===== src/design/rv_isa_pkg.sv =====
package rv_isa_pkg;

    localparam int XLEN   = 64;
    localparam int ILEN   = 32;
    localparam int REG_AW = 5;

    localparam logic [6:0] OPC_OP        = 7'b0110011;
    localparam logic [6:0] OPC_OP_32     = 7'b0111011;
    localparam logic [6:0] OPC_OP_IMM    = 7'b0010011;
    localparam logic [6:0] OPC_OP_IMM_32 = 7'b0011011;
    localparam logic [6:0] OPC_LOAD      = 7'b0000011;
    localparam logic [6:0] OPC_STORE     = 7'b0100011;
    localparam logic [6:0] OPC_BRANCH    = 7'b1100011;
    localparam logic [6:0] OPC_JAL       = 7'b1101111;
    localparam logic [6:0] OPC_JALR      = 7'b1100111;
    localparam logic [6:0] OPC_LUI       = 7'b0110111;
    localparam logic [6:0] OPC_AUIPC     = 7'b0010111;
    localparam logic [6:0] OPC_SYSTEM    = 7'b1110011;

    // imm field 1, every other field zero
    localparam logic [ILEN-1:0] INST_EBREAK = {12'h001, 13'h0000, OPC_SYSTEM};

    typedef enum logic [2:0] {
        fmt_r,
        fmt_i,
        fmt_s,
        fmt_b,
        fmt_u,
        fmt_j,
        fmt_none
    } inst_fmt_e;

    typedef enum logic [5:0] {
        op_add, op_sub, op_and, op_or, op_slt, op_sltu,    // rv64i R-type
        op_addw, op_subw, op_sllw, op_srlw, op_sraw,
        op_addi, op_andi, op_xori, op_slli, op_srli, op_srai, op_sltiu,
        op_addiw, op_slliw, op_srliw, op_sraiw,
        op_ld, op_lw, op_lh, op_lhu, op_lbu,
        op_sd, op_sw, op_sh, op_sb,
        op_beq, op_bne, op_blt, op_bge, op_bltu, op_bgeu,
        op_jal, op_jalr, op_lui, op_auipc,
        op_ebreak,
        op_illegal
    } rv_op_e;

endpackage


===== src/design/decode_ctrl_pkg.sv =====
package decode_ctrl_pkg;

    localparam int QUEUE_DEPTH = 4;    // producer starts with this many credits
    localparam int OUT_CREDITS = 2;    // consumer buffer slots
    localparam int QUEUE_AW    = $clog2(QUEUE_DEPTH);
    localparam int QUEUE_CW    = $clog2(QUEUE_DEPTH + 1);
    localparam int OUT_CW      = $clog2(OUT_CREDITS + 1);

    typedef enum logic [3:0] {
        alu_none, alu_add, alu_add_align, alu_sll, alu_srl, alu_sra,
        alu_addw, alu_subw, alu_sllw, alu_srlw, alu_sraw,
        alu_sub, alu_and, alu_or, alu_xor
    } alu_op_e;

    typedef enum logic [1:0] {
        src_rs1_rs2,
        src_rs1_imm,
        src_pc_imm
    } alu_src_e;

    typedef enum logic [2:0] {
        wb_none, wb_alu, wb_snpc, wb_imm, wb_mem,
        wb_cmp    // 1 when the compare holds, else 0
    } wb_src_e;

    typedef enum logic [1:0] {
        pc_snpc,
        pc_alu,
        pc_alu_if_cmp
    } pc_src_e;

    typedef enum logic [2:0] {
        cmp_none, cmp_eq, cmp_ne, cmp_lt, cmp_ge, cmp_ltu, cmp_geu
    } cmp_op_e;

    typedef enum logic {
        cmp_src_rs2,
        cmp_src_imm
    } cmp_src_e;

    typedef enum logic [3:0] {
        mem_none, mem_ld, mem_lw, mem_lh, mem_lhu, mem_lbu,
        mem_sd, mem_sw, mem_sh, mem_sb
    } mem_op_e;

    typedef struct packed {
        alu_op_e  alu_op;
        alu_src_e alu_src;
        wb_src_e  wb_src;
        pc_src_e  pc_src;
        cmp_op_e  cmp_op;
        cmp_src_e cmp_src;
        mem_op_e  mem_op;
    } decode_ctrl_t;

    typedef struct packed {
        logic                        valid;
        logic [rv_isa_pkg::ILEN-1:0] inst;
        rv_isa_pkg::rv_op_e          op;
        rv_isa_pkg::inst_fmt_e       fmt;
    } match_slot_t;

    typedef struct packed {
        logic                          valid;
        rv_isa_pkg::rv_op_e            op;
        logic [rv_isa_pkg::XLEN-1:0]   imm;
        logic [rv_isa_pkg::REG_AW-1:0] rd;
        logic [rv_isa_pkg::REG_AW-1:0] rs1;
        logic [rv_isa_pkg::REG_AW-1:0] rs2;
    } imm_slot_t;

    typedef struct packed {
        decode_ctrl_t                  ctrl;
        logic [rv_isa_pkg::XLEN-1:0]   imm;
        logic [rv_isa_pkg::REG_AW-1:0] rd;
        logic [rv_isa_pkg::REG_AW-1:0] rs1;
        logic [rv_isa_pkg::REG_AW-1:0] rs2;
        logic                          illegal;
        logic                          ebreak;
    } decoded_inst_t;

endpackage


===== src/design/decode_match_stage.sv =====
`timescale 1ns/100ps

module decode_match_stage (
    input  logic                         clk,
    input  logic                         rst_n,
    input  logic                         in_valid,
    input  logic [rv_isa_pkg::ILEN-1:0]  in_inst,
    output decode_ctrl_pkg::match_slot_t match_out
);

    import rv_isa_pkg::*;

    logic [6:0] opcode;
    logic [2:0] funct3;
    logic [6:0] funct7;
    rv_op_e     op;
    inst_fmt_e  fmt;

    assign opcode = in_inst[6:0];
    assign funct3 = in_inst[14:12];
    assign funct7 = in_inst[31:25];

    always_comb begin
        casez ({funct7, funct3, opcode})
            {7'b0000000, 3'b000, OPC_OP}:        op = op_add;
            {7'b0100000, 3'b000, OPC_OP}:        op = op_sub;
            {7'b0000000, 3'b111, OPC_OP}:        op = op_and;
            {7'b0000000, 3'b110, OPC_OP}:        op = op_or;
            {7'b0000000, 3'b010, OPC_OP}:        op = op_slt;
            {7'b0000000, 3'b011, OPC_OP}:        op = op_sltu;
            {7'b0000000, 3'b000, OPC_OP_32}:     op = op_addw;
            {7'b0100000, 3'b000, OPC_OP_32}:     op = op_subw;
            {7'b0000000, 3'b001, OPC_OP_32}:     op = op_sllw;
            {7'b0000000, 3'b101, OPC_OP_32}:     op = op_srlw;
            {7'b0100000, 3'b101, OPC_OP_32}:     op = op_sraw;
            {7'b???????, 3'b000, OPC_OP_IMM}:    op = op_addi;
            {7'b???????, 3'b111, OPC_OP_IMM}:    op = op_andi;
            {7'b???????, 3'b100, OPC_OP_IMM}:    op = op_xori;
            {7'b???????, 3'b011, OPC_OP_IMM}:    op = op_sltiu;
            {7'b000000?, 3'b001, OPC_OP_IMM}:    op = op_slli;    // shamt[5] in funct7[0]
            {7'b000000?, 3'b101, OPC_OP_IMM}:    op = op_srli;
            {7'b010000?, 3'b101, OPC_OP_IMM}:    op = op_srai;
            {7'b???????, 3'b000, OPC_OP_IMM_32}: op = op_addiw;
            {7'b0000000, 3'b001, OPC_OP_IMM_32}: op = op_slliw;
            {7'b0000000, 3'b101, OPC_OP_IMM_32}: op = op_srliw;
            {7'b0100000, 3'b101, OPC_OP_IMM_32}: op = op_sraiw;
            {7'b???????, 3'b011, OPC_LOAD}:      op = op_ld;
            {7'b???????, 3'b010, OPC_LOAD}:      op = op_lw;
            {7'b???????, 3'b001, OPC_LOAD}:      op = op_lh;
            {7'b???????, 3'b101, OPC_LOAD}:      op = op_lhu;
            {7'b???????, 3'b100, OPC_LOAD}:      op = op_lbu;
            {7'b???????, 3'b011, OPC_STORE}:     op = op_sd;
            {7'b???????, 3'b010, OPC_STORE}:     op = op_sw;
            {7'b???????, 3'b001, OPC_STORE}:     op = op_sh;
            {7'b???????, 3'b000, OPC_STORE}:     op = op_sb;
            {7'b???????, 3'b000, OPC_BRANCH}:    op = op_beq;
            {7'b???????, 3'b001, OPC_BRANCH}:    op = op_bne;
            {7'b???????, 3'b100, OPC_BRANCH}:    op = op_blt;
            {7'b???????, 3'b101, OPC_BRANCH}:    op = op_bge;
            {7'b???????, 3'b110, OPC_BRANCH}:    op = op_bltu;
            {7'b???????, 3'b111, OPC_BRANCH}:    op = op_bgeu;
            {7'b???????, 3'b000, OPC_JALR}:      op = op_jalr;
            {7'b???????, 3'b???, OPC_JAL}:       op = op_jal;
            {7'b???????, 3'b???, OPC_LUI}:       op = op_lui;
            {7'b???????, 3'b???, OPC_AUIPC}:     op = op_auipc;
            default:                             op = op_illegal;
        endcase
        if (in_inst == INST_EBREAK) begin
            op = op_ebreak;
        end

        case (opcode)
            OPC_OP, OPC_OP_32:                             fmt = fmt_r;
            OPC_OP_IMM, OPC_OP_IMM_32, OPC_LOAD, OPC_JALR: fmt = fmt_i;
            OPC_STORE:                                     fmt = fmt_s;
            OPC_BRANCH:                                    fmt = fmt_b;
            OPC_LUI, OPC_AUIPC:                            fmt = fmt_u;
            OPC_JAL:                                       fmt = fmt_j;
            default:                                       fmt = fmt_none;
        endcase
        if (op == op_illegal) begin
            fmt = fmt_none;    // bad funct bits under a good opcode
        end
    end

    always_ff @(posedge clk) begin
        if (!rst_n) begin
            match_out.valid <= 1'b0;
        end else begin
            match_out.valid <= in_valid;
        end
        if (in_valid) begin
            match_out.inst <= in_inst;
            match_out.op   <= op;
            match_out.fmt  <= fmt;
        end
    end

endmodule


===== src/design/decode_imm_stage.sv =====
`timescale 1ns/100ps

module decode_imm_stage (
    input  logic                         clk,
    input  logic                         rst_n,
    input  decode_ctrl_pkg::match_slot_t match_in,
    output decode_ctrl_pkg::imm_slot_t   imm_out
);

    import rv_isa_pkg::*;

    logic [ILEN-1:0] inst;
    logic [XLEN-1:0] imm;

    assign inst = match_in.inst;

    always_comb begin
        case (match_in.fmt)
            fmt_i:   imm = {{(XLEN-12){inst[31]}}, inst[31:20]};
            fmt_s:   imm = {{(XLEN-12){inst[31]}}, inst[31:25], inst[11:7]};
            fmt_b:   imm = {{(XLEN-12){inst[31]}}, inst[7], inst[30:25], inst[11:8], 1'b0};
            fmt_u:   imm = {{(XLEN-32){inst[31]}}, inst[31:12], 12'b0};
            fmt_j:   imm = {{(XLEN-20){inst[31]}}, inst[19:12], inst[20], inst[30:21], 1'b0};
            default: imm = '0;    // R-type and unmatched
        endcase
    end

    // register fields sit at fixed positions in every format
    always_ff @(posedge clk) begin
        if (!rst_n) begin
            imm_out.valid <= 1'b0;
        end else begin
            imm_out.valid <= match_in.valid;
        end
        if (match_in.valid) begin
            imm_out.op  <= match_in.op;
            imm_out.imm <= imm;
            imm_out.rd  <= inst[11:7];
            imm_out.rs1 <= inst[19:15];
            imm_out.rs2 <= inst[24:20];
        end
    end

endmodule


===== src/design/decode_ctrl_stage.sv =====
`timescale 1ns/100ps

module decode_ctrl_stage (
    input  logic                           clk,
    input  logic                           rst_n,
    input  decode_ctrl_pkg::imm_slot_t     imm_in,
    output logic                           dec_valid,
    output decode_ctrl_pkg::decoded_inst_t dec_out
);

    import rv_isa_pkg::*;
    import decode_ctrl_pkg::*;

    decode_ctrl_t ctrl;

    always_comb begin
        ctrl = '0;    // all-none bundle, kept for illegal and ebreak

        case (imm_in.op)
            op_add, op_addi, op_jal, op_auipc,
            op_ld, op_lw, op_lh, op_lhu, op_lbu, op_sd, op_sw, op_sh, op_sb,
            op_beq, op_bne, op_blt, op_bge, op_bltu, op_bgeu: ctrl.alu_op = alu_add;
            op_jalr:           ctrl.alu_op = alu_add_align;
            op_sub:            ctrl.alu_op = alu_sub;
            op_and, op_andi:   ctrl.alu_op = alu_and;
            op_or:             ctrl.alu_op = alu_or;
            op_xori:           ctrl.alu_op = alu_xor;
            op_slli:           ctrl.alu_op = alu_sll;
            op_srli:           ctrl.alu_op = alu_srl;
            op_srai:           ctrl.alu_op = alu_sra;
            op_addw, op_addiw: ctrl.alu_op = alu_addw;
            op_subw:           ctrl.alu_op = alu_subw;
            op_sllw, op_slliw: ctrl.alu_op = alu_sllw;
            op_srlw, op_srliw: ctrl.alu_op = alu_srlw;
            op_sraw, op_sraiw: ctrl.alu_op = alu_sraw;
            default:           ctrl.alu_op = alu_none;
        endcase

        case (imm_in.op)
            op_addi, op_andi, op_xori, op_slli, op_srli, op_srai,
            op_addiw, op_slliw, op_srliw, op_sraiw, op_jalr,
            op_ld, op_lw, op_lh, op_lhu, op_lbu,
            op_sd, op_sw, op_sh, op_sb: ctrl.alu_src = src_rs1_imm;
            op_beq, op_bne, op_blt, op_bge, op_bltu, op_bgeu,
            op_jal, op_auipc:           ctrl.alu_src = src_pc_imm;
            default:                    ctrl.alu_src = src_rs1_rs2;
        endcase

        case (imm_in.op)
            op_slt, op_sltu, op_sltiu:              ctrl.wb_src = wb_cmp;
            op_ld, op_lw, op_lh, op_lhu, op_lbu:    ctrl.wb_src = wb_mem;
            op_jal, op_jalr:                        ctrl.wb_src = wb_snpc;   // link
            op_lui:                                 ctrl.wb_src = wb_imm;
            op_sd, op_sw, op_sh, op_sb, op_ebreak, op_illegal,
            op_beq, op_bne, op_blt, op_bge, op_bltu, op_bgeu: ctrl.wb_src = wb_none;
            default:                                ctrl.wb_src = wb_alu;
        endcase

        case (imm_in.op)
            op_jal, op_jalr: ctrl.pc_src = pc_alu;
            op_beq, op_bne, op_blt, op_bge, op_bltu, op_bgeu: ctrl.pc_src = pc_alu_if_cmp;
            default:         ctrl.pc_src = pc_snpc;
        endcase

        // datapath resolves the outcome, decoder only names the test
        case (imm_in.op)
            op_beq:                     ctrl.cmp_op = cmp_eq;
            op_bne:                     ctrl.cmp_op = cmp_ne;
            op_slt, op_blt:             ctrl.cmp_op = cmp_lt;
            op_bge:                     ctrl.cmp_op = cmp_ge;
            op_sltu, op_sltiu, op_bltu: ctrl.cmp_op = cmp_ltu;
            op_bgeu:                    ctrl.cmp_op = cmp_geu;
            default:                    ctrl.cmp_op = cmp_none;
        endcase
        if (imm_in.op == op_sltiu) begin
            ctrl.cmp_src = cmp_src_imm;
        end

        case (imm_in.op)
            op_ld:   ctrl.mem_op = mem_ld;
            op_lw:   ctrl.mem_op = mem_lw;
            op_lh:   ctrl.mem_op = mem_lh;
            op_lhu:  ctrl.mem_op = mem_lhu;
            op_lbu:  ctrl.mem_op = mem_lbu;
            op_sd:   ctrl.mem_op = mem_sd;
            op_sw:   ctrl.mem_op = mem_sw;
            op_sh:   ctrl.mem_op = mem_sh;
            op_sb:   ctrl.mem_op = mem_sb;
            default: ctrl.mem_op = mem_none;
        endcase
    end

    always_ff @(posedge clk) begin
        if (!rst_n) begin
            dec_valid <= 1'b0;
        end else begin
            dec_valid <= imm_in.valid;
        end
        if (imm_in.valid) begin
            dec_out.ctrl    <= ctrl;
            dec_out.imm     <= imm_in.imm;
            dec_out.rd      <= imm_in.rd;
            dec_out.rs1     <= imm_in.rs1;
            dec_out.rs2     <= imm_in.rs2;
            dec_out.illegal <= (imm_in.op == op_illegal);
            dec_out.ebreak  <= (imm_in.op == op_ebreak);
        end
    end

endmodule


===== src/design/decode_credit_queue.sv =====
`timescale 1ns/100ps

module decode_credit_queue (
    input  logic                           clk,
    input  logic                           rst_n,
    input  logic                           dec_valid,
    input  decode_ctrl_pkg::decoded_inst_t dec_in,
    output logic                           in_credit,
    output logic                           out_valid,
    output decode_ctrl_pkg::decoded_inst_t out_inst,
    input  logic                           out_credit
);

    import decode_ctrl_pkg::*;

    decoded_inst_t       slots [QUEUE_DEPTH];
    logic [QUEUE_AW-1:0] wr_ptr;
    logic [QUEUE_AW-1:0] rd_ptr;
    logic [QUEUE_CW-1:0] count;
    logic [OUT_CW-1:0]   out_cnt;

    // head goes out only while the consumer has room
    assign out_valid = (count != '0) && (out_cnt != '0);
    assign out_inst  = slots[rd_ptr];

    // input credits bound the items in flight, so a write never finds the queue full
    always_ff @(posedge clk) begin
        if (dec_valid) begin
            slots[wr_ptr] <= dec_in;
        end
    end

    always_ff @(posedge clk) begin
        if (!rst_n) begin
            wr_ptr    <= '0;
            rd_ptr    <= '0;
            count     <= '0;
            out_cnt   <= OUT_CW'(OUT_CREDITS);
            in_credit <= 1'b0;
        end else begin
            if (dec_valid) begin
                wr_ptr <= wr_ptr + QUEUE_AW'(1);
            end
            if (out_valid) begin
                rd_ptr <= rd_ptr + QUEUE_AW'(1);
            end
            count     <= count + QUEUE_CW'(dec_valid) - QUEUE_CW'(out_valid);
            out_cnt   <= out_cnt + OUT_CW'(out_credit) - OUT_CW'(out_valid);
            in_credit <= out_valid;    // freed slot goes back to the producer
        end
    end

endmodule


===== src/design/rv64_decoder.sv =====
`timescale 1ns/100ps

module rv64_decoder (
    input  logic                           clk,
    input  logic                           rst_n,
    input  logic                           in_valid,
    input  logic [rv_isa_pkg::ILEN-1:0]    in_inst,
    output logic                           in_credit,
    output logic                           out_valid,
    output decode_ctrl_pkg::decoded_inst_t out_inst,
    input  logic                           out_credit
);

    import decode_ctrl_pkg::*;

    match_slot_t   match_slot;
    imm_slot_t     imm_slot;
    logic          dec_valid;
    decoded_inst_t dec_inst;

    decode_match_stage u_match (
        .clk       (clk),
        .rst_n     (rst_n),
        .in_valid  (in_valid),
        .in_inst   (in_inst),
        .match_out (match_slot)
    );

    decode_imm_stage u_imm (
        .clk      (clk),
        .rst_n    (rst_n),
        .match_in (match_slot),
        .imm_out  (imm_slot)
    );

    decode_ctrl_stage u_ctrl (
        .clk       (clk),
        .rst_n     (rst_n),
        .imm_in    (imm_slot),
        .dec_valid (dec_valid),
        .dec_out   (dec_inst)
    );

    decode_credit_queue u_queue (
        .clk        (clk),
        .rst_n      (rst_n),
        .dec_valid  (dec_valid),
        .dec_in     (dec_inst),
        .in_credit  (in_credit),
        .out_valid  (out_valid),
        .out_inst   (out_inst),
        .out_credit (out_credit)
    );

endmodule


===== config.mk =====
export PLATFORM = sky130hd
export DESIGN_NAME = rv64_decoder
export DESIGN_NICKNAME = d
export VERILOG_FILES = /design/src/design/rv_isa_pkg.sv /design/src/design/decode_ctrl_pkg.sv /design/src/design/decode_match_stage.sv /design/src/design/decode_imm_stage.sv /design/src/design/decode_ctrl_stage.sv /design/src/design/decode_credit_queue.sv /design/src/design/rv64_decoder.sv
export SDC_FILE = /design/constraint.sdc
export NUM_CORES = 1
export LEC_CHECK = 0
export ABC_AREA = 1
export BUFFER_PORTS_ARGS = -buffer_cell sky130_fd_sc_hd__buf_2
export CAP_MARGIN = 25
export CORE_MARGIN = 2
export CORE_UTILIZATION = 55
export DETAILED_ROUTE_END_ITERATION = 10
export PLACE_DENSITY_LB_ADDON = 0.12
export SYNTH_ARGS = -nofsm -noshare
export SYNTH_HDL_FRONTEND = slang
export SYNTH_SLANG_ARGS = --single-unit

===== constraint.sdc =====
create_clock -name clk -period 6.45 [get_ports clk]
set_input_delay 1.29 -clock clk [delete_from_list [all_inputs] [get_ports clk]]
set_output_delay 1.29 -clock clk [all_outputs]
set_load 0.02 [all_outputs]

# Yosys cells after proc, flatten, opt, wreduce, memory -nomap -nowiden
# Memories as Yosys holds them, arrays and structs flattened. A register that Yosys moved wholly into a read port is not among the register bits.
# Cells that the tools add are included.
[op_classes]
n_mux = 11
reduce_logical = 10
eq_ne = 69
add_sub_neg = 6
[op_table]
columns = ["operator", "count"]
rows = [
  ["64-bit case mux with 5 select lines", 1],
  ["6-bit case mux with 41 select lines", 1],
  ["10-bit == test, second input constant", 8],
  ["17-bit by 10-bit == test with 1-bit output, second input constant", 4],
  ["17-bit by 16-bit == test with 1-bit output, second input constant", 4],
  ["6-bit == test, second input constant", 10],
  ["10-bit by 9-bit == test with 1-bit output, second input constant", 5],
  ["3-bit case mux with 6 select lines", 2],
  ["17-bit by 6-bit == test with 1-bit output, second input constant", 2],
  ["17-bit by 8-bit == test with 1-bit output, second input constant", 2],
  ["17-bit by 9-bit == test with 1-bit output, second input constant", 2],
  ["32-bit by 21-bit == test with 1-bit output, second input constant", 1],
  ["10-bit by 8-bit == test with 1-bit output, second input constant", 3],
  ["7-bit by 6-bit == test with 1-bit output, second input constant", 4],
  ["7-bit by 5-bit == test with 1-bit output, second input constant", 3],
  ["7-bit == test, second input constant", 3],
  ["10-bit by 5-bit == test with 1-bit output, second input constant", 2],
  ["10-bit by 7-bit == test with 1-bit output, second input constant", 2],
  ["16-bit by 10-bit == test with 1-bit output, second input constant", 1],
  ["16-bit by 15-bit == test with 1-bit output, second input constant", 1],
  ["16-bit by 8-bit == test with 1-bit output, second input constant", 1],
  ["6-bit by 3-bit == test with 1-bit output, second input constant", 2],
  ["6-bit by 5-bit == test with 1-bit output, second input constant", 2],
  ["10-bit by 6-bit == test with 1-bit output, second input constant", 1],
  ["other kinds (20)", 29],
]
[word_totals]
mem_count = 5
rom_bits = 704
ff_bits = 226
ramBits = 400
input_bits = 36
[memory_table]
columns = ["name", "words", "word_bits", "rd", "rd_clocked_by_memory_dff", "wr", "line_no", "text"]
rows = [
  ["u_queue.slots", 4, 100, 1, 1, 1, "decode_credit_queue.sv:16", "decoded_inst_t slots [QUEUE_DEPTH];"],
  ["(no name shown)", 64, 4, 1, 1, 0, "decode_ctrl_stage.sv:19", "case (imm_in.op)"],
  ["(no name shown)", 64, 3, 1, 1, 0, "decode_ctrl_stage.sv:49", "case (imm_in.op)"],
  ["(no name shown)", 64, 2, 1, 1, 0, "decode_ctrl_stage.sv:39", "case (imm_in.op)"],
  ["(no name shown)", 32, 4, 1, 1, 0, "decode_ctrl_stage.sv:79", "case (imm_in.op)"],
]

# Depth between registers and ports, before layout
# Gate-level depths: netlist of run 1.
[logic_depth]
ltp_word = 4
ltp_mapped = 17
mapped_depth_nobuf = 16

# By module
# From an unflattened synthesis of run 1, not the netlist that was laid out.
[hier_totals]
hier_cells = 1734
hier_area_um2 = 23929.2
[modules_own_cells]
columns = ["mod", "n_inst", "seq_area_each_um2", "area_per_inst_um2", "cells_per_inst"]
rows = [
  ["decode_credit_queue", 1, 12251.8, 15526.1, 1040],
  ["decode_ctrl_stage", 1, 3022.9, 3668.5, 233],
  ["decode_match_stage", 1, 1251.2, 2432.3, 296],
  ["decode_imm_stage", 1, 1611.5, 2302.2, 165],
]

# Least setup slack after synthesis of run 1
# No wires, ideal clock.
[synth_timing]
path_type = "register -> output"
start = "reg (tool-made name)"
end = "out out_inst[49] (netlist name)"
arrival_time_ns = 2.800
path_buffers = 3
path_stages_with_launch = 6
required_ns = 5.160
slack_ns = 2.360
cell_sequence = "dfxtp_1 clkbuf_1 clkbuf_1 nor2_1 o22ai_1 buf_4"
[synth_lines]
columns = ["element", "line_no", "text"]
rows = [
  ["to (decl)", "rv64_decoder.sv:10", "output decode_ctrl_pkg::decoded_inst_t out_inst,"],
]

==> flow_summary_export.csv, run 1 <==
group,metric,value,unit
status,outcome,"complete, no violations",
yosys,synth_edf_count,427,
worst_setup_path,critPathMaxFanout,45,
cts,cts_tree,"done",
cts,path_clk_slew,0.06,ns
placed_design,placed_area,18300,um2
worst_setup_path,cp-end-kind,"output pin",
yosys,synth.yosys.warnings,0,
timing,setup_tns,0,ns
yosys,synthCells,1346,
yosys,post-synth-top-area-fraction,73.5,%
power_and_ir_drop,p_per_area,385,nW/um2
timing,rsz0062_at_grt,"no",
hold_path,worst_hold_path.endpoint,"u_imm.imm_out[83]",
timing,worst_pin_slew,0.984,ns
route,post_drt_wl_per_cell,19.3,um
cts,cts_root_buf,"clkbuf_16",
power_and_ir_drop,irDropWorstVdd,0.229,mV
grt,grt_pass1_vias,9999,
floorplanning,die_w,182,um
route,drt.antenna.violating_nets,0,
worst_setup_path,cp.arrival,3.19,ns
cts,clock-sinks,442,
timing,fin_crit_sh,69.4,%
final_layout,drive_gt1_share,16.5,%
timing,hold_viol,0,
floorplanning,fp.dieH,182,um
placed_design,dp_hpwl,23.3,mm
yosys,synth_cell_types,37,
floorplanning,core_area,31400,um2
final_layout,post-route-util,62.9,%
hold_path,holdPathStages,0,
route,via_per_inst,5.50,
route,vias,10421,
grt,gr-total-overflow,0,
grt,grt_pass1_wl,56.4,mm
timing,period_minus_slack,4.48,ns
worst_setup_path,cp_slowest_stage_delay,0.75,ns
timing,clock.fmax,223,MHz
timing,final.setup_skew,0.0143,ns
worst_setup_path,r2r-end,"u_queue.slots[2][20]",
final_layout,fin_nets,1510,
worst_setup_path,cp_top_family,"buffers and inverters",
floorplanning,dieArea,33200,um2
yosys,syn_area_per_cell,13.0,um2
yosys,synth_area,17500,um2
floorplanning,initial_core_util,55.6,%
final_layout,final_common_cell,"edfxtp_1",
route,drtPass1Iterations,5,
worst_setup_path,cp_cell_sequence,"clkinv_2, buf_4, nor2_1, o22ai_2, buf_2",
floorplanning,io_pins,138,
power_and_ir_drop,total_leakage_power,7.27,nW
worst_setup_path,critPathRequiredTime,5.16,ns
yosys,synth_ff_type,"edfxtp_1",
cts,htreeDepth,2,
worst_setup_path,cp_num_buf_inv,3,
flow_run,cap_violations,0,
yosys,synth_seq_area_share,75.2,%
grt,grt_start_max_net_pins,70,
final_layout,fin_area,19700,um2
cts,cts_max_path_buffers,3,
route,drtIter0Drc,769,
worst_setup_path,path_class,"flip-flop to output pin",
hold_path,worst_hold_path_type,"flip-flop to flip-flop",
worst_setup_path,reg2reg_slack,4.19,ns
worst_setup_path,r2r_cells,5,
placed_design,gp_congestion,0.906,
cts,postCtsHoldBufs,0,
timing,timing.hold.ws,0.416,ns
hold_path,min-delay-start,"u_match.match_out[7]",
timing,slew_viol_final,0,
power_and_ir_drop,total_power,7.60,mW
worst_setup_path,r2r-start,"u_queue.wr_ptr[0]",
final_layout,antenna_cells,0,
yosys,async_flop_share,0,%
yosys,syn-num-nets,1396,
timing,finalSetupViolations,0,
grt,antenna_found_initial,0,
yosys,ys_ff_latch,442,
worst_setup_path,slowest_stage,"o22ai_2",
final_layout,areaGrowthSynthToFinish,13.1,%
final_layout,layout_common_cells,"edfxtp_1, nor2_1, o21ai_0",
cts,clk_latency,0.54,ns
cts,post_cts_resize_count,0,
grt,grt_usage,22.3,%
placed_design,portBuffers,137,
yosys,post-synth-top-area-cell,"edfxtp_1",
floorplanning,num_rows,65,
cts,cts_setup_buffers,0,
timing,maxSlewHeadroom,34.4,%
worst_setup_path,start_kind,"flip-flop",
cts,cts_buffers,44,
route,drc,0,
yosys,synth.area.top_cells,"edfxtp_1, nor2_1, o21ai_0, nand2_1, o22ai_1",
route,finalWirelength,36.5,mm
## report_power, final
part | internal, mW | total, mW | switching, mW
Clock | 1.46 | 2.48 | 1.02
Combinational | 0.532 | 1.79 | 1.26
Sequential | 3.22 | 3.32 | 0.100
Total | 5.21 | 7.60 | 2.39
## registers in the layout, summed over array words and instances (netlist names), named ones only
signal,flops
u_ctrl.dec_out,68
u_queue.in_credit,1
u_queue.rd_ptr,2
u_queue.out_cnt,2
u_queue.wr_ptr,2
u_imm.imm_out,54
u_match.match_out,35
u_queue.slots,272
u_queue.count,3
u_ctrl.dec_valid,1
## stage by stage
stage | worst slack [ns] | cells
floorplan | 2.36 | 1346
global route | 1.71 | 1895
detailed placement | 2.49 | 1816
finish | 1.97 | 1895
CTS | 1.90 | 1895
global placement | 2.57 | 1815
## synthesized netlist by cell type (2+ instances only)
master	n
a32oi_1	2
edfxtp_1	427
clkbuf_1	49
nor2_2	6
inv_1	87
nand2_1	121
ha_1	13
nor2_1	239
nor2_4	4
o22ai_1	69
dfxtp_1	15
nor3_1	13
o211ai_1	9
nand2_2	7
nand4_1	4
o21ai_0	165
nand3b_1	4
a21oi_1	12
a31oi_1	2
buf_4	33
o221ai_1	3
inv_2	4
o21ai_1	2
nand3_2	3
nand3_1	41
## area by class of cell
class | count | area [um2]
Clock buffer | 51 | 1130
Clock inverter | 28 | 292
Fill cell | 2405 | 11700
Inverter | 92 | 347
Multi-Input combinational cell | 729 | 3550
Sequential cell | 442 | 13100
Tap cell | 402 | 503
Timing Repair Buffer | 151 | 788
## worst max-delay path by stage
stage              start      endpoint  slack (ns)  cells past startpoint
2_1_floorplan  flip-flop  out_inst[49]        2.36                      5
3_3_place_gp   flip-flop  out_inst[50]        2.57                      5
3_5_place_dp   flip-flop  out_inst[59]        2.49                      5
4_1_cts        flip-flop  out_inst[67]        1.90                      5
5_1_grt        flip-flop  out_inst[69]        1.71                      5
6_report       flip-flop  out_inst[67]        1.97                      5
## layer usage
layer	routed length [um]	global-route usage, %	up-vias
met1	16700	32.5	5018
met2	16600	34.7	314
met3	2060	3.79	70
met4	1110	7.06	0
met5	0	0	-
li1	-	-	5019
## worst register-to-register path: cells and delay by family, from the launching register on
kind / cells / cell delay (ns)
buffers and inverters: 3 / 1.28
AND/OR/NAND/NOR: 1 / 0.06
adder cells (fa/ha/maj): 1 / 0.16
flip-flops: 1 / 0.33
## kinds of logic after synthesis
| logic type | share of synthesized area (%) |
|---|---|
| and+or+nand+nor | 10.6 |
| DFF | 75.2 |
| AOI/OAI and AO/OA | 8.56 |
| buffers and inverters | 4.52 |
| adders and majority gates | 1.05 |
| xor gates and xnor gates | 0.100 |
Note: power is estimated with default switching activity, not from simulation.
==> inputs of run 2 (changes only) <==
==> constraint.sdc (replaced) <==
create_clock -name clk -period 4.6 [get_ports clk]
set_input_delay 0.92 -clock clk [delete_from_list [all_inputs] [get_ports clk]]
set_output_delay 0.92 -clock clk [all_outputs]
set_load 0.02 [all_outputs]
==> run 2 against run 1 <==
Cell count is 0.21% higher. Flip-flop and latch count stayed put. Clock-buffer cell count is 11 higher. Worst hold slack worse by 0.0013 ns. Highest routed layer unchanged. Via count is 1.6% higher. Global-route usage is 0.55 points higher. Total power is 39% higher. Utilization is 0.080 points higher. Sequential power is 40% higher. Sequential share of layout area is 0.084 points lower. Worst setup slack worse by 1.2 ns. First-iteration DRC count is 7.2% higher.
==> flow_summary_export.csv, run 2 (synthesis gave the netlist of run 1 again) <==
group,metric,value,unit
grt,grt_usage,22.8,%
final_layout,layout_common_cells,"edfxtp_1, nor2_1, o21ai_0",
cts,clock-sinks,442,
floorplanning,io_pins,138,
timing,final.setup_skew,0.0125,ns
grt,grt_start_max_net_pins,104,
final_layout,areaGrowthSynthToFinish,13.2,%
timing,finalSetupViolations,0,
flow_run,cap_violations,0,
grt,gr-total-overflow,0,
hold_path,worst_hold_path.endpoint,"u_ctrl.dec_out[43]",
worst_setup_path,path_class,"flip-flop to output pin",
grt,grt_pass1_vias,10198,
grt,antenna_found_initial,1,
timing,period_minus_slack,3.81,ns
cts,clk_latency,0.54,ns
route,drt.antenna.violating_nets,0,
route,drtIter0Drc,824,
timing,maxSlewHeadroom,36.3,%
status,outcome,"complete, no violations",
timing,rsz0062_at_grt,"no",
worst_setup_path,cp-end-kind,"output pin",
hold_path,holdPathStages,0,
final_layout,largestRegisters,"u_queue.slots x272, u_ctrl.dec_out x68, u_imm.imm_out x54",
final_layout,fillers,2403,
power_and_ir_drop,irDropWorstVdd,0.323,mV
route,drtPass1Iterations,5,
route,vias,10592,
final_layout,drive_gt1_share,16.4,%
cts,post_cts_resize_count,0,
floorplanning,core_area,31400,um2
hold_path,worst_hold_path_type,"flip-flop to flip-flop",
hold_path,min-delay-start,"u_imm.imm_out[41]",
timing,hold_viol,0,
cts,htreeDepth,2,
floorplanning,initial_core_util,55.6,%
cts,cts_tree,"done",
cts,path_clk_slew,0.06,ns
final_layout,fin_nets,1512,
placed_design,gp_congestion,0.951,
placed_design,portBuffers,137,
timing,slew_viol_final,0,
cts,cts_max_path_buffers,3,
route,post_drt_wl_per_cell,19.7,um
route,finalWirelength,37.5,mm
worst_setup_path,r2r-start,"u_queue.wr_ptr[1]",
final_layout,final_common_cell,"edfxtp_1",
final_layout,largest_reg_flops,272,
route,drc,0,
route,via_per_inst,5.58,
final_layout,regMostFlops,"u_queue.slots",
cts,cts_buffers,44,
timing,setup_tns,0,ns
worst_setup_path,cp.arrival,2.89,ns
power_and_ir_drop,total_leakage_power,7.28,nW
placed_design,dp_hpwl,23.7,mm
timing,worst_pin_slew,0.956,ns
cts,postCtsHoldBufs,0,
cts,cts_root_buf,"clkbuf_16",
power_and_ir_drop,p_per_area,534,nW/um2
cts,cts_setup_buffers,0,
worst_setup_path,reg2reg_slack,2.45,ns
timing,clock.fmax,262,MHz
floorplanning,num_rows,65,
worst_setup_path,r2r_cells,5,
final_layout,post-route-util,62.9,%
worst_setup_path,critPathMaxFanout,103,
grt,grt_pass1_wl,57.8,mm
worst_setup_path,r2r-end,"u_queue.slots[1][28]",
floorplanning,die_w,182,um
floorplanning,dieArea,33200,um2
worst_setup_path,start_kind,"flip-flop",
floorplanning,fp.dieH,182,um
timing,fin_crit_sh,82.9,%
worst_setup_path,critPathRequiredTime,3.68,ns
[run 2: layout make-up]
class	count	area (um2)	area share (%)
multi-input cells	729	3550	17.9
clock inverters	18	165	0.836
well taps	402	503	2.55
clock buffers	62	1210	6.12
diodes	1	2.50	0.0127
inverters	92	347	1.75
repair buffers	153	856	4.33
flip-flops and latches	442	13100	66.5
[run 2: critical path, cell delays in order (launching register included)]
cell and delay [ns]:
dfxtp_4 0.69, clkinv_2 0.58, buf_12 0.39, o21ai_0 0.27
o22ai_1 0.11, buf_2 0.17
[run 2: report_power, final]
part | leakage (nW) | internal, mW | switching (mW)
logic | 2.51 | 0.755 | 1.79
registers | 4.10 | 4.52 | 0.120
clock network | 0.672 | 1.95 | 1.41
[run 2: through the flow]
step / std cells / power [mW] / cell area (um2) / hold slack, ns / worst slack (ns)
6_report: 1899 / 10.6 / 19800 / 0.415 / 0.788
5_1_grt: 1899 / 11.1 / 19800 / 0.416 / 0.669
4_1_cts: 1897 / 10.6 / 19700 / 0.417 / 0.856
3_5_place_dp: 1817 / 7.29 / 18400 / 0.405 / 1.42
3_3_place_gp: 1817 / 7.26 / 18400 / 0.400 / 1.46
2_1_floorplan: 1346 / 6.60 / 17500 / 0.400 / 0.880
[run 2: per-layer routing]
layer,wire [um],track usage (%),vias up
met3,2020,3.25,61
met1,16900,32.9,5170
li1,-,-,5037
met5,0,0,-
met2,17700,37.0,324
met4,876,6.23,0
[run 2: how the worst max path moves through the flow]
| stage | startpoint | to | slack [ns] | cells after the start |
|---|---|---|---|---|
| 3_5_place_dp | flip-flop | out_inst[33] | 1.42 | 5 |
| 3_3_place_gp | flip-flop | out_inst[17] | 1.46 | 5 |
| 6_report | flip-flop | out_inst[3] | 0.79 | 5 |
| 5_1_grt | flip-flop | out_inst[2] | 0.67 | 5 |
| 2_1_floorplan | flip-flop | out_inst[49] | 0.88 | 5 |
| 4_1_cts | flip-flop | out_inst[33] | 0.86 | 5 |
